==> src/hw/lsu_pkg.sv <==
package lsu_pkg;

	// Integer register and data path width
	localparam int XLEN = 64;

	// Destination tag, 5 architectural bits plus 2 rename bits
	localparam int RD_TAG_W = 7;

	// Row address width of one DTCM bank
	// 1024 rows of 8 bytes per bank, 16 KiB over both banks
	localparam int DTCM_AW = 10;

	// First address bit of the bank row index
	// Bit 3 picks the bank, bits 2..0 are the byte offset
	localparam int ROW_SHIFT = 4;

	// Operations issued to the load/store unit
	typedef enum logic [3:0] {
		NOP     = 4'd0,
		LB      = 4'd1,
		LH      = 4'd2,
		LW      = 4'd3,
		LD      = 4'd4,
		LBU     = 4'd5,
		LHU     = 4'd6,
		LWU     = 4'd7,
		SB      = 4'd8,
		SH      = 4'd9,
		SW      = 4'd10,
		SD      = 4'd11,
		FENCE   = 4'd12,
		FENCE_I = 4'd13
	} lsu_op_e;

endpackage

==> src/hw/lsu_store_align.sv <==
module lsu_store_align (
	input  lsu_pkg::lsu_op_e              exe_op,
	input  logic [lsu_pkg::XLEN-1:0]      exe_op1,
	input  logic [lsu_pkg::XLEN-1:0]      exe_op2,
	output logic [lsu_pkg::DTCM_AW-1:0]   addr_a,
	output logic [lsu_pkg::DTCM_AW-1:0]   addr_b,
	output logic [lsu_pkg::XLEN-1:0]      wdata_a,
	output logic [lsu_pkg::XLEN-1:0]      wdata_b,
	output logic [7:0]                    wmask_a,
	output logic [7:0]                    wmask_b
);

	import lsu_pkg::*;

	logic [DTCM_AW-1:0] row;
	logic               dw_odd;
	logic [2:0]         ofs;
	logic [15:0]        base_mask;
	logic [15:0]        win_mask;
	logic [2*XLEN-1:0]  win_data;

	// Address fields
	assign row    = exe_op1[ROW_SHIFT +: DTCM_AW];
	assign dw_odd = exe_op1[ROW_SHIFT-1];
	assign ofs    = exe_op1[2:0];

	// Odd doubleword spills into bank A of the next row
	assign addr_a = row + {{(DTCM_AW-1){1'b0}}, dw_odd};
	// Bank B always sits in the addressed row
	assign addr_b = row;

	// Access width as a byte mask, loads and fences write nothing
	always_comb begin
		case (exe_op)
			SB:      base_mask = 16'h0001;
			SH:      base_mask = 16'h0003;
			SW:      base_mask = 16'h000f;
			SD:      base_mask = 16'h00ff;
			default: base_mask = 16'h0000;
		endcase
	end

	// Place mask and data at the byte offset in a 16-byte window
	assign win_mask = base_mask << ofs;
	assign win_data = {{XLEN{1'b0}}, exe_op2} << {ofs, 3'b000};

	// Low half of the window goes to bank B for odd doublewords
	assign wmask_a = dw_odd ? win_mask[15:8] : win_mask[7:0];
	assign wmask_b = dw_odd ? win_mask[7:0]  : win_mask[15:8];
	assign wdata_a = dw_odd ? win_data[2*XLEN-1:XLEN] : win_data[XLEN-1:0];
	assign wdata_b = dw_odd ? win_data[XLEN-1:0]      : win_data[2*XLEN-1:XLEN];

endmodule

==> config.mk <==
export PLATFORM = sky130hd
export DESIGN_NAME = lsu_store_align
export DESIGN_NICKNAME = d
export VERILOG_FILES = /design/src/hw/lsu_pkg.sv /design/src/hw/lsu_store_align.sv
export SDC_FILE = /design/constraint.sdc
export NUM_CORES = 1
export LEC_CHECK = 0
export ABC_AREA = 1
export BUFFER_PORTS_ARGS = -buffer_cell sky130_fd_sc_hd__buf_4
export CORE_MARGIN = 5
export CORE_UTILIZATION = 30
export DETAILED_ROUTE_END_ITERATION = 16
export GPL_TIMING_DRIVEN = 0
export PLACE_DENSITY_LB_ADDON = 0.08
export SETUP_SLACK_MARGIN = 0.3
export SYNTH_ARGS = -nofsm -noshare
export SYNTH_HDL_FRONTEND = slang
export SYNTH_SLANG_ARGS = --single-unit
==> constraint.sdc <==
create_clock -name vclk -period 1.72
set_input_delay 0.258 -clock vclk [all_inputs]
set_output_delay 0.258 -clock vclk [all_outputs]
set_load 0.03 [all_outputs]
==> run summary <==
status: completed
slowest CP cell: nor2_4
ANT cells: 0
Cell Chain, Critical Path: buf_12, buf_12, nor2_4, buf_6, nand2_1, nand2_1, nand3_1, o21ai_2, buf_4
worst-margin pin slew: 0.479 ns
PwrDens: 393 nW/um^2
HP Class: input pin to output pin
sequential element share of the synthesized area: 0%
Setup violations, final: 0
largest net degree at the start of global routing: 11
Min-Delay Path Depth: 3
Slew HR: 68.1%
Residual DRC: 0
Hold WS: 0.825 ns
Die X-Extent: 132 um
Post-Syn Area: 4500 sq um
post-synth top area share: 38.9%
RSZ-0062 raised after global routing: true
startpoint types: input pin
maxcap violations: 0
sequential cell count: 0
Final min period: 1.70 ns
post-route cell area: 10,800 sq um
top cells by count, synth: nand2_1, nand3_1, nor2_1
via/cell ratio: 5.92
initial antenna violation count: 0
library cells used by synthesis: 21
initial DRC count: 853
total area of sequential cells: 0 sq um
Layout Cells excl Fill: 1,452
Starting Density: 30.7%
final period utilization: 98.7%
ranking of synthesized cells by area: nand2_1, nand3_1, o21ai_0
detailed-route via count: 8,601
setup ws final: 0.0227 ns
grt ovf: 0
pre-CTS WS: -0.498 ns
hold endpoint: addr_a[8]
area growth from synthesis to layout: 140%
Hold Crit Start: exe_op1[12]
row cnt: 44
crit path max fanout: 7
Syn Inst Count: 1,009
first-pass GRT wire length: 48,600 um
IO Port Bufs: 243
share of cells above drive strength 1: 71.1%
warning count from the yosys run: 0
Avg Inst Size Synth: 4.46 sq um
Slew Viols, Final: 0
hpwl dp: 25,700 um
Total GRT Usage: 34.8%
Top Ports: 296
Hold Violations, Final: 0
CP Capture Type: output pin
worst stage delay on the critical path: 0.18 ns
Cells after DPL: 1,436
ANT nets after route: 0
Fmax: 589 MHz
number of global-route vias before repair: 8,305
routed len/inst: 23.3 um
RePlAce Congestion: 1.02
VDD IR max: 230 uV
Required @ worst endpoint: 1.46 ns
post-synthesis net count: 1,143
hold_buf cts: 0
clock buf count: 0
Die ar.: 17,500 sq um
crit path kind: input pin to output pin
crit path DAT: 1.44 ns
1st-pass router iterations: 5
Die Ht: 132 um
cell taking the most area after synthesis: nand2_1
Post-Route WL: 33,900 um
leading cell type by number of instances after synthesis: nand2_1
Leakage: 4.99 nW
fin util: 73.8%
core area: 14,600 sq um
Post-Place Cell Area: 7780 sq um
Final #Nets: 1,404
[final cells by class]
cell class	instances	area [sq um]
multi-input combinational	892	6910
tap	184	230
fill	1185	3830
inverter	22	105
timing repair buffer	259	2590
buffer	95	976
[stage by stage]
stage                     TNS (ns)  power (W)
final                            0    0.00424
after global routing       -0.0197    0.00440
after CTS                        0    0.00374
after detailed placement    -37.24    0.00321
after global placement      -38.09    0.00321
after floorplan                  0    0.00206
[layout by cell type, fill, tap and decap left out, types with 3 or more instances in the layout]
master    count
nand3_1      79
nand2_4      66
buf_2        10
nand3_2     123
buf_12       12
buf_4       142
nand2_2     158
clkbuf_4     12
nor2_4       18
nor2_2       29
nand2_1     248
inv_1        17
nand3_4      41
xnor2_2       3
buf_6       152
xor2_1        3
nor2_1       15
o21ai_2      48
buf_8        13
o21ai_4      53
clkbuf_2      5
buf_16        5
[repair_timing]
action,CTS,global route
hold endpoints to repair,0,0
gates resized for setup,401,336
gates cloned,5,2
pin swaps,61,92
endpoints found under the setup margin,148,150
buffers inserted,5,4
[how the worst max path moves through the flow]
stage	start	to	slack, ns	cells after the start
5_1_grt	exe_op1[0]	wdata_a[11]	-0.01	11
3_5_place_dp	exe_op1[3]	wdata_a[39]	-0.50	7
2_1_floorplan	exe_op1[1]	wdata_b[11]	0.17	6
4_1_cts	exe_op1[0]	wdata_a[27]	0.06	11
6_report	exe_op1[0]	wdata_b[35]	0.02	9
3_3_place_gp	exe_op1[3]	wdata_a[39]	-0.50	7
[routing by layer]
layer / up-vias / global-route usage [%] / routed length, um
met3: 145 / 6.99 / 3760
met5: - / 0 / 0
li1: 3821 / - / -
met2: 663 / 57.3 / 15400
met4: 0 / 16.6 / 2130
met1: 3972 / 43.7 / 12600
[where the power goes]
part / total [W] / leakage [nW] / switching, W / internal [W]
logic: 0.00424 / 4.99 / 0.00264 / 0.00161
clock network: 0 / 0 / 0 / 0
registers: 0 / 0 / 0 / 0
total: 0.00424 / 4.99 / 0.00264 / 0.00161
[critical path: cells and delay by family]
kind,cells,cell delay [ns]
simple gates,4,0.46
compound gates,1,0.09
buf+inv,4,0.62
[cell families (layout without fill, tap and decap cells)]
kind of cell	count (synthesis)	after routing	synth area share, %
AND/OR/NAND/NOR	779	779	72.6
buffers and inverters	117	376	13.7
AO/OA/AOI/OAI	104	104	11.7
XOR/XNOR	7	7	1.36
adder cells (fa/ha/maj)	2	2	0.556
Power figures use the tool's default switching activity.
