$ cat config.mk
export PLATFORM = sky130hd
export DESIGN_NAME = lsu_load_align
export DESIGN_NICKNAME = d
export VERILOG_FILES = /design/src/hw/lsu_pkg.sv /design/src/hw/lsu_load_align.sv
export SDC_FILE = /design/constraint.sdc
export NUM_CORES = 1
export LEC_CHECK = 0
export BUFFER_PORTS_ARGS = -buffer_cell sky130_fd_sc_hd__buf_4
export CAP_MARGIN = 20
export CORE_MARGIN = 4
export CORE_UTILIZATION = 52
export DETAILED_ROUTE_END_ITERATION = 12
export PLACE_DENSITY_LB_ADDON = 0.1
export SLEW_MARGIN = 0
export SYNTH_ARGS = -nofsm -noshare
export SYNTH_HDL_FRONTEND = slang
export SYNTH_SLANG_ARGS = --single-unit
export TNS_END_PERCENT = 10
$ cat constraint.sdc
create_clock -name vclk -period 2.87
set_clock_uncertainty 0.2 [all_clocks]
set_input_delay 0.287 -clock vclk [all_inputs]
set_output_delay 0.287 -clock vclk [all_outputs]
set_load 0.02 [all_outputs]
$ cat src/hw/lsu_pkg.sv
package lsu_pkg;

	// Integer register and data path width
	localparam int XLEN = 64;

	// Destination tag, 5 architectural bits plus 2 rename bits
	localparam int RD_TAG_W = 7;

	// Row address width of one DTCM bank
	// 1024 rows of 8 bytes per bank, 16 KiB over both banks
	localparam int DTCM_AW = 10;

	// First address bit of the bank row index
	// Bit 3 picks the bank, bits 2..0 are the byte offset
	localparam int ROW_SHIFT = 4;

	// Operations issued to the load/store unit
	typedef enum logic [3:0] {
		NOP     = 4'd0,
		LB      = 4'd1,
		LH      = 4'd2,
		LW      = 4'd3,
		LD      = 4'd4,
		LBU     = 4'd5,
		LHU     = 4'd6,
		LWU     = 4'd7,
		SB      = 4'd8,
		SH      = 4'd9,
		SW      = 4'd10,
		SD      = 4'd11,
		FENCE   = 4'd12,
		FENCE_I = 4'd13
	} lsu_op_e;

endpackage

$ cat src/hw/lsu_load_align.sv
module lsu_load_align (
	input  lsu_pkg::lsu_op_e           ld_op,
	input  logic [2:0]                 ld_ofs,
	input  logic                       ld_odd,
	input  logic [lsu_pkg::XLEN-1:0]   rdata_a,
	input  logic [lsu_pkg::XLEN-1:0]   rdata_b,
	output logic [lsu_pkg::XLEN-1:0]   wb_res
);

	import lsu_pkg::*;

	logic [2*XLEN-1:0] window;
	logic [2*XLEN-1:0] shifted;
	logic [7:0]        ld_b;
	logic [15:0]       ld_h;
	logic [31:0]       ld_w;
	logic [XLEN-1:0]   ld_d;

	// Addressed doubleword in the low half, next one above it
	assign window = ld_odd ? {rdata_a, rdata_b} : {rdata_b, rdata_a};

	// Bring the first addressed byte down to bit 0
	assign shifted = window >> {ld_ofs, 3'b000};

	// Candidate fields of each width
	assign ld_b = shifted[7:0];
	assign ld_h = shifted[15:0];
	assign ld_w = shifted[31:0];
	assign ld_d = shifted[XLEN-1:0];

	// Extension by opcode
	// NOP covers stores, fences and idle cycles
	always_comb begin
		case (ld_op)
			LB:      wb_res = {{(XLEN-8){ld_b[7]}}, ld_b};
			LH:      wb_res = {{(XLEN-16){ld_h[15]}}, ld_h};
			LW:      wb_res = {{(XLEN-32){ld_w[31]}}, ld_w};
			LD:      wb_res = ld_d;
			LBU:     wb_res = {{(XLEN-8){1'b0}}, ld_b};
			LHU:     wb_res = {{(XLEN-16){1'b0}}, ld_h};
			LWU:     wb_res = {{(XLEN-32){1'b0}}, ld_w};
			default: wb_res = '0;
		endcase
	end

endmodule

==> qor.csv <==
stage,metric,value,unit
logic_synthesis,syn_avg_cell_area,7.95,µm²
route,drc,0,
critical_path,cp.required,2380,ps
logic_synthesis,synth_cell_type_count,43,
pwr,p_switching,0.700,mW
logic_synthesis,synthCells,617,
finish,mostFrequentLayoutCell,buf_4,
route,drtAntennaViolNets,0,
placement,place_hpwl,15800,µm
critical_path,slowest_stage,mux4_2,
timing,rsz0062_at_grt,yes,
critical_path,cpMostUsedCell,buf_4,
timing,hold_viol,0,
critical_path,cp_max_fo,34,
critical_path,critPathBufInv,4,
critical_path,worst_setup_path_start_kind,input port,
critical_path,worstPathCellList,buf_6 -> buf_4 -> buf_16 -> mux4_2 -> a222oi_1 -> nand3_1 -> buf_4,
critical_path,arrival,2340,ps
global_routing,grt_pass1_vias,6559,
pwr,switching_share,53.4,%
route,routed_wirelength,21100,µm
finish,final_nets,929,
finish,diodes,0,
timing,post-route-period-util,98.6,%
pwr,powerDensity,194,nW/µm²
pwr,clkPwrFrac,0,%
logic_synthesis,synth_nets,753,
global_routing,antenna_found_initial,0,
pwr,vdd_drop_max,0.107,mV
global_routing,grt.overflow.total,0,
route,firstDrtPassIters,7,
timing,setup_viol_count_final,0,
floorplanning,initial_core_util,53.4,%
floorplanning,dieArea,11100,µm²
timing,slew_viol_final,0,
finish,area_growth,37.7,%
timing,max_freq,0.353,GHz
critical_path,cp_top_family,buffers and inverters,
critical_path,critPathKind,input port to primary output,
pwr,p_int,0.610,mW
hold_path,hp-start,rdata_a[1],
logic_synthesis,ys_seq_area_share,0,%
pwr,combinationalPowerShare,100.0,%
pwr,leakage,3.12,nW
timing,fin_setup_tns,0,ps
status,status,finished clean,
global_routing,grt_max_degree,43,
floorplanning,die_h,105,µm
timing,tightest_slew,694,ps
pwr,pwr-share-seq,0,%
route,routed_via_density,7.29,
logic_synthesis,syn_area,4910,µm²
hold_path,hp-class,input port to primary output,
critical_path,crit_cells,7,
placement,numPortBuffers,200,
placement,routabilityCongestion,0.941,
finish,final_util,73.5,%
critical_path,cpPeakStageDelay,560,ps
finish,register_area,0,µm²
floorplanning,rows,35,
finish,mostFrequentLayoutCells,"235 x buf_4, 107 x mux2i_1, 85 x nand2_1, 37 x mux4_2, 32 x o21ai_0",
global_routing,grt_util_all_layers,35.0,%
critical_path,critPathLaunch,ld_ofs[0],
finish,clock_buffers,0,
global_routing,grt_first_pass_wirelength,32500,µm
route,num_vias,6573,
route,dr.first_iter.drc_count,772,
hold_path,hold_depth,6,
logic_synthesis,ys_warn_count,0,
run,cap_violations,0,
timing,max-slew-margin-rel,53.5,%
floorplanning,die_w,105,µm
timing,period_minus_slack,2830,ps
critical_path,end_kind,primary output,
floorplanning,core-area,9200,µm²
finish,nFlopsAndLatches,0,
finish,drive_gt1_share,43.1,%
floorplanning,ios,200,
route,wl_per_cell,23.4,µm
==> kinds of logic after synthesis <==
logic type	Yosys count	synth area share [%]
AOI/OAI and AO/OA	188	28.3
and+or+nand+nor	166	15.7
buffers and inverters	77	7.85
muxes	186	48.2
==> repair_timing <==
action / 4_1_cts / 5_1_grt
hold buffers: 0 / 0
gates resized for setup: 0 / 24
endpoints found under the setup margin: 0 / 52
setup buffers: 0 / 1
==> Yosys cell counts, drive strengths merged <==
cell     count  share of area (%)
a211o        2               0.36
a311o        3               0.61
o2111ai     18                3.2
a22o         2               0.36
a221oi      12                2.1
nand2b       5               0.64
or2          2               0.25
inv          2               0.15
o21bai       4               0.61
clkinv       2               0.15
a32oi        4               0.71
a2111oi      1               0.18
o22ai       16                2.0
nor4         3               0.69
buf         41                5.1
and2         9                1.1
nand3       17                1.7
a311oi       8                1.4
o211ai       6               0.92
a211oi      24                3.7
clkbuf      32                2.4
a222oi      12                2.4
mux2        32                7.3
mux4        37                 17
o2bb2ai      3               0.54
nand2       85                6.5
and3         8                1.1
nor2        22                1.7
nor3         7               0.71
o311a        1               0.20
o31ai        2               0.31
a21oi        4               0.41
o21ai       38                3.9
nor4b        3               0.54
a22oi       28                4.3
nor2b        5               0.64
mux2i      117                 24
==> cell type report <==
cell class | instances | area (µm²)
inverters | 4 | 15.0
well taps | 111 | 139
repair buffers | 247 | 1990
multi-input cells | 540 | 4620
fillers | 700 | 2440
==> power by group through the flow <==
stage               Clock [mW]  Sequential, mW  Combinational [mW]
CTS                          0               0                1.25
global placement             0               0                1.23
floorplan                    0               0               0.758
finish                       0               0                1.31
global route                 0               0                1.39
detailed placement           0               0                1.25
==> path summary, 6_finish.rpt <==
path                     end
setup / recovery  wb_res[44]
hold / removal    wb_res[33]
==> stage by stage <==
stage	cell area, µm²	cells	power (mW)	setup WS, ps	hold slack (ps)
after floorplan	4910	617	0.758	204	634
after global placement	6600	899	1.23	48.6	944
after detailed placement	6600	899	1.25	6.98	969
after CTS	6600	899	1.25	10.1	970
after global routing	6760	902	1.39	-30.0	996
final	6760	902	1.31	41.0	971
==> per-layer routing <==
layer,vias to the layer above,wire [µm],track usage (%)
met2,618,9330,56.1
met3,126,2530,5.44
li1,2849,-,-
met1,2980,7990,44.9
met5,-,0,0
met4,0,1270,18.9
Note: power is estimated with default switching activity, not from simulation.
