[src/hw/lsu_pkg.sv]
package lsu_pkg;

	// Integer register and data path width
	localparam int XLEN = 64;

	// Destination tag, 5 architectural bits plus 2 rename bits
	localparam int RD_TAG_W = 7;

	// Row address width of one DTCM bank
	// 1024 rows of 8 bytes per bank, 16 KiB over both banks
	localparam int DTCM_AW = 10;

	// First address bit of the bank row index
	// Bit 3 picks the bank, bits 2..0 are the byte offset
	localparam int ROW_SHIFT = 4;

	// Operations issued to the load/store unit
	typedef enum logic [3:0] {
		NOP     = 4'd0,
		LB      = 4'd1,
		LH      = 4'd2,
		LW      = 4'd3,
		LD      = 4'd4,
		LBU     = 4'd5,
		LHU     = 4'd6,
		LWU     = 4'd7,
		SB      = 4'd8,
		SH      = 4'd9,
		SW      = 4'd10,
		SD      = 4'd11,
		FENCE   = 4'd12,
		FENCE_I = 4'd13
	} lsu_op_e;

endpackage

[src/hw/lsu_issue.sv]
module lsu_issue (
	input  logic                           CLK,
	input  logic                           rst_n,
	input  logic                           exe_valid,
	input  lsu_pkg::lsu_op_e               exe_op,
	input  logic [lsu_pkg::RD_TAG_W-1:0]   exe_rd,
	input  logic [3:0]                     addr_lo,
	input  logic                           flush,
	output logic                           store_en,
	output lsu_pkg::lsu_op_e               ld_op,
	output logic [2:0]                     ld_ofs,
	output logic                           ld_odd,
	output logic                           wb_valid,
	output logic [lsu_pkg::RD_TAG_W-1:0]   wb_rd
);

	import lsu_pkg::*;

	// Slot is live when valid and not flushed in the same cycle
	logic live;
	logic is_load;
	logic is_store;
	lsu_op_e ld_op_d;

	assign live = exe_valid & ~flush;

	// Opcode classes
	assign is_store = exe_op inside {SB, SH, SW, SD};
	assign is_load  = exe_op inside {LB, LH, LW, LD, LBU, LHU, LWU};

	// Only place where the opcode meets valid and flush
	assign store_en = live & is_store;

	// Load function for the next cycle
	// Stores, fences, dead slots all become NOP so the result reads zero
	assign ld_op_d = (live && is_load) ? exe_op : NOP;

	// Control state of the writeback stage
	always_ff @(posedge CLK or negedge rst_n) begin
		if (!rst_n) begin
			ld_op    <= NOP;
			wb_valid <= 1'b0;
		end else begin
			ld_op    <= ld_op_d;
			// Every live slot writes back, fences and stores included
			wb_valid <= live;
		end
	end

	// Payload of the writeback stage
	always_ff @(posedge CLK) begin
		// Byte offset inside the doubleword
		ld_ofs <= addr_lo[2:0];
		// Odd doubleword, bank B holds the low half of the window
		ld_odd <= addr_lo[3];
		wb_rd  <= exe_rd;
	end

endmodule

[config.mk]
export PLATFORM = sky130hd
export DESIGN_NAME = lsu_issue
export DESIGN_NICKNAME = d
export VERILOG_FILES = /design/src/hw/lsu_pkg.sv /design/src/hw/lsu_issue.sv
export SDC_FILE = /design/constraint.sdc
export NUM_CORES = 1
export LEC_CHECK = 0
export ABC_AREA = 0
export BUFFER_PORTS_ARGS = -buffer_cell sky130_fd_sc_hd__buf_2
export CORE_AREA = 5 5 42 44
export CTS_BUF_LIST = sky130_fd_sc_hd__clkbuf_16
export DETAILED_ROUTE_END_ITERATION = 8
export DIE_AREA = 0 0 47 49
export PLACE_DENSITY = 0.64
export SETUP_SLACK_MARGIN = 0.3
export SLEW_MARGIN = 20
export SYNTH_ARGS = -nofsm -noshare
export SYNTH_HDL_FRONTEND = slang
export SYNTH_SLANG_ARGS = --single-unit
[constraint.sdc]
create_clock -name CLK -period 0.8 [get_ports CLK]
set_clock_uncertainty 0.15 [all_clocks]
set_input_delay 0.08 -clock CLK [delete_from_list [all_inputs] [get_ports CLK]]
set_output_delay 0.08 -clock CLK [all_outputs]
set_load 0.01 [all_outputs]
==> flow_summary_export.csv <==
group,metric,value,unit
outcome,status,"finished, violations left",
outcome,violations,"negative hold slack, negative setup slack",
detailed_routing,drc,0,
cts,h-tree-depth,1,
placed_design,place.port_buffers,35,
setup_path,crit_buf_inv,1,
layout,fillers,111,
setup_path,worst_setup_path_start_kind,"flop",
synthesis,synth_area,408,sq um
job,drv_cap,0,
detailed_routing,wl,1.15,mm
sta,timing.fmax,1.03,GHz
layout,final_nets,83,
setup_path,cp_max_fo,1,
setup_path,path_delay_family,"flip-flops",
layout,instances_no_fill,79,
global_routing,use_met1,10.5,%
setup_path,cp_slowest_cell,"dfrtp_1",
detailed_routing,num_vias,342,
detailed_routing,firstDrtPassIters,1,
global_routing,grt_use_met2,18.3,%
global_routing,grt-busiest-layer,"met2",
cts,cts_hold_buf,1,
pwr,p_seq_share,43.8,%
global_routing,grt_pass1_vias,375,
cts,clk_pin_slew,50,ps
detailed_routing,viasPerCell,4.33,
floorplan,die_area,0.00230,sq mm
setup_path,cp-end-kind,"primary output",
pwr,combPwrFrac,9.1,%
sta,finalHoldViolCount,12,
floorplan,coreArea,0.00140,sq mm
sta,slew_violations,0,
cts,cts_root_buf,"clkbuf_16",
pwr,vdd_drop_max,1.50,mV
floorplan,die_h,49,um
floorplan,die_x,47,um
pwr,fin_total_pwr,1.98,mW
setup_path,worstPathCellList,"buf_2",
layout,drive_gt1_share,87.3,%
synthesis,ys_types,5,
sta,rsz0062_at_grt,"yes",
synthesis,synthesis.nets,41,
sta,fin_hold_ws,-209,ps
global_routing,grt-ovfl-total,0,
placed_design,gp_congestion,0.658,
global_routing,grt_max_degree,10,
cts,cts_tree,"done",
synthesis,synthCells,22,
detailed_routing,drtIter0Drc,0,
pwr,switchingPower,0.350,mW
pwr,swShare,17.7,%
hold_path,hold_path.class,"in2reg",
synthesis,syn_area_per_cell,18.5,sq um
detailed_routing,avgRoutedWirePerCell,14.6,um
cts,cts_made_buffers,3,
layout,syn2layout_area_growth,100,%
cts,clkSinkCount,16,
pwr,p_clk_share,47.1,%
placed_design,placed_cells,73,
global_routing,antenna_found_initial,0,
layout,mostFrequentLayoutCells,"19 x buf_2, 17 x buf_6, 11 x dfxtp_2, 5 x dfrtp_1, 4 x and4bb_2",
detailed_routing,detail-route-antenna-nets,0,
setup_path,worst-setup-path-type,"reg2out",
placed_design,dpl.hpwl,849,um
pwr,powerDensity,2420,mW/mm^2
floorplan,ios,36,
pwr,leakage,0.406,nW
floorplan,rows,14,
setup_path,critPathArrivalTime,740,ps
sta,finalCriticalPeriod,966,ps
global_routing,grt_use_met3,8.49,%
pwr,p_int,1.63,mW
placed_design,place_ws,-26.8,ps
floorplan,initial_core_util,29.1,%
synthesis,yosys_warnings,0,
setup_path,max_stage_delay,360,ps
setup_path,cp_data_required_time,570,ps
synthesis,ys_seq_area_share,84.7,%
sta,fin_crit_sh,121,%
global_routing,gr-usage-all-layers,11.5,%
global_routing,grt_pass1_wl,1.74,mm
layout,final_common_cell,"buf_2",
layout,n_antenna_cell,0,
sta,finalSetupViolCount,16,
synthesis,synth-seq-cells,16,
sta,setup_ws,-166,ps
cts,cts.path.max_buffers,2,
[sequential cells by signal, indices dropped and copies added (netlist names)]
| signal | flops |
|---|---|
| wb_rd | 7 |
| ld_ofs | 3 |
| ld_odd | 1 |
| wb_valid | 1 |
| ld_op | 4 |
[power groups by stage]
stage / registers (mW) / logic [mW] / clock network, mW
after floorplan: 0.893 / 0.0133 / 0
after global placement: 0.869 / 0.127 / 0
after detailed placement: 0.870 / 0.127 / 0
after CTS: 0.864 / 0.176 / 0.957
after global routing: 0.867 / 0.196 / 0.992
final: 0.865 / 0.180 / 0.931
[routing by layer]
metal | vias up | part of all wire (%)
met2 | 38 | 42
met1 | 145 | 32
met4 | 0 | 1.8
met5 | - | 0
li1 | 155 | -
met3 | 4 | 23
[through the flow]
step | area [sq um] | hold WS [ps] | utilization (%) | TNS (ps)
floorplan | 422 | -366 | - | 0
global placement | 617 | -254 | 44.0 | -17.9
detailed placement | 617 | -252 | 44.0 | -26.8
CTS | 805 | -212 | 57.4 | -1880
global route | 817 | -211 | 58.3 | -2100
finish | 817 | -209 | 58.3 | -1780
[logic make-up (layout without fill, tap and decap cells)]
kind of cell	after synthesis	count (layout)	share of synthesized area, %
other	1	1	0.919
and+or+nand+nor	5	5	14.4
DFF	16	16	84.7
buffers and inverters	0	41	0
[cell type report]
type / instances / area (sq um) / share of cell area (%)
Clock buffer: 3 / 75.1 / 9.19
Clock inverter: 1 / 3.75 / 0.459
Multi-Input combinational cell: 6 / 62.6 / 7.66
Tap cell: 16 / 20.0 / 2.45
Timing Repair Buffer: 37 / 297 / 36.3
Sequential cell: 16 / 359 / 44.0
[final timing paths]
| path | to | depth (start not counted) | slack (ps) | from |
|---|---|---|---|---|
| setup / recovery | ld_op[2] | 1 | -170 | ld_op[2]$_DFF_PN0_ |
| hold / removal | wb_rd[0]$_DFF_P_ | 1 | -210 | exe_rd[0] |
| max in group asynchronous | ld_op[2]$_DFF_PN0_ | 2 | 340 | rst_n |
| min in group asynchronous | ld_op[3]$_DFF_PN0_ | 2 | 30 | rst_n |
[cell usage after synthesis]
master,instances,area (sq um)
and2b_2,1,8.76
and4bb_2,4,50.1
conb_1,1,3.75
dfrtp_1,5,125
dfxtp_1,11,220
[what timing repair did]
action                                  CTS  global route
endpoints found under the setup margin   17            20
gates resized for setup                  15             2
buffers inserted                          1             0
hold endpoints to repair                 17            12
pin swaps                                 4             0
gates cloned                              0             0
No activity file was read; power rests on OpenSTA's default activity.
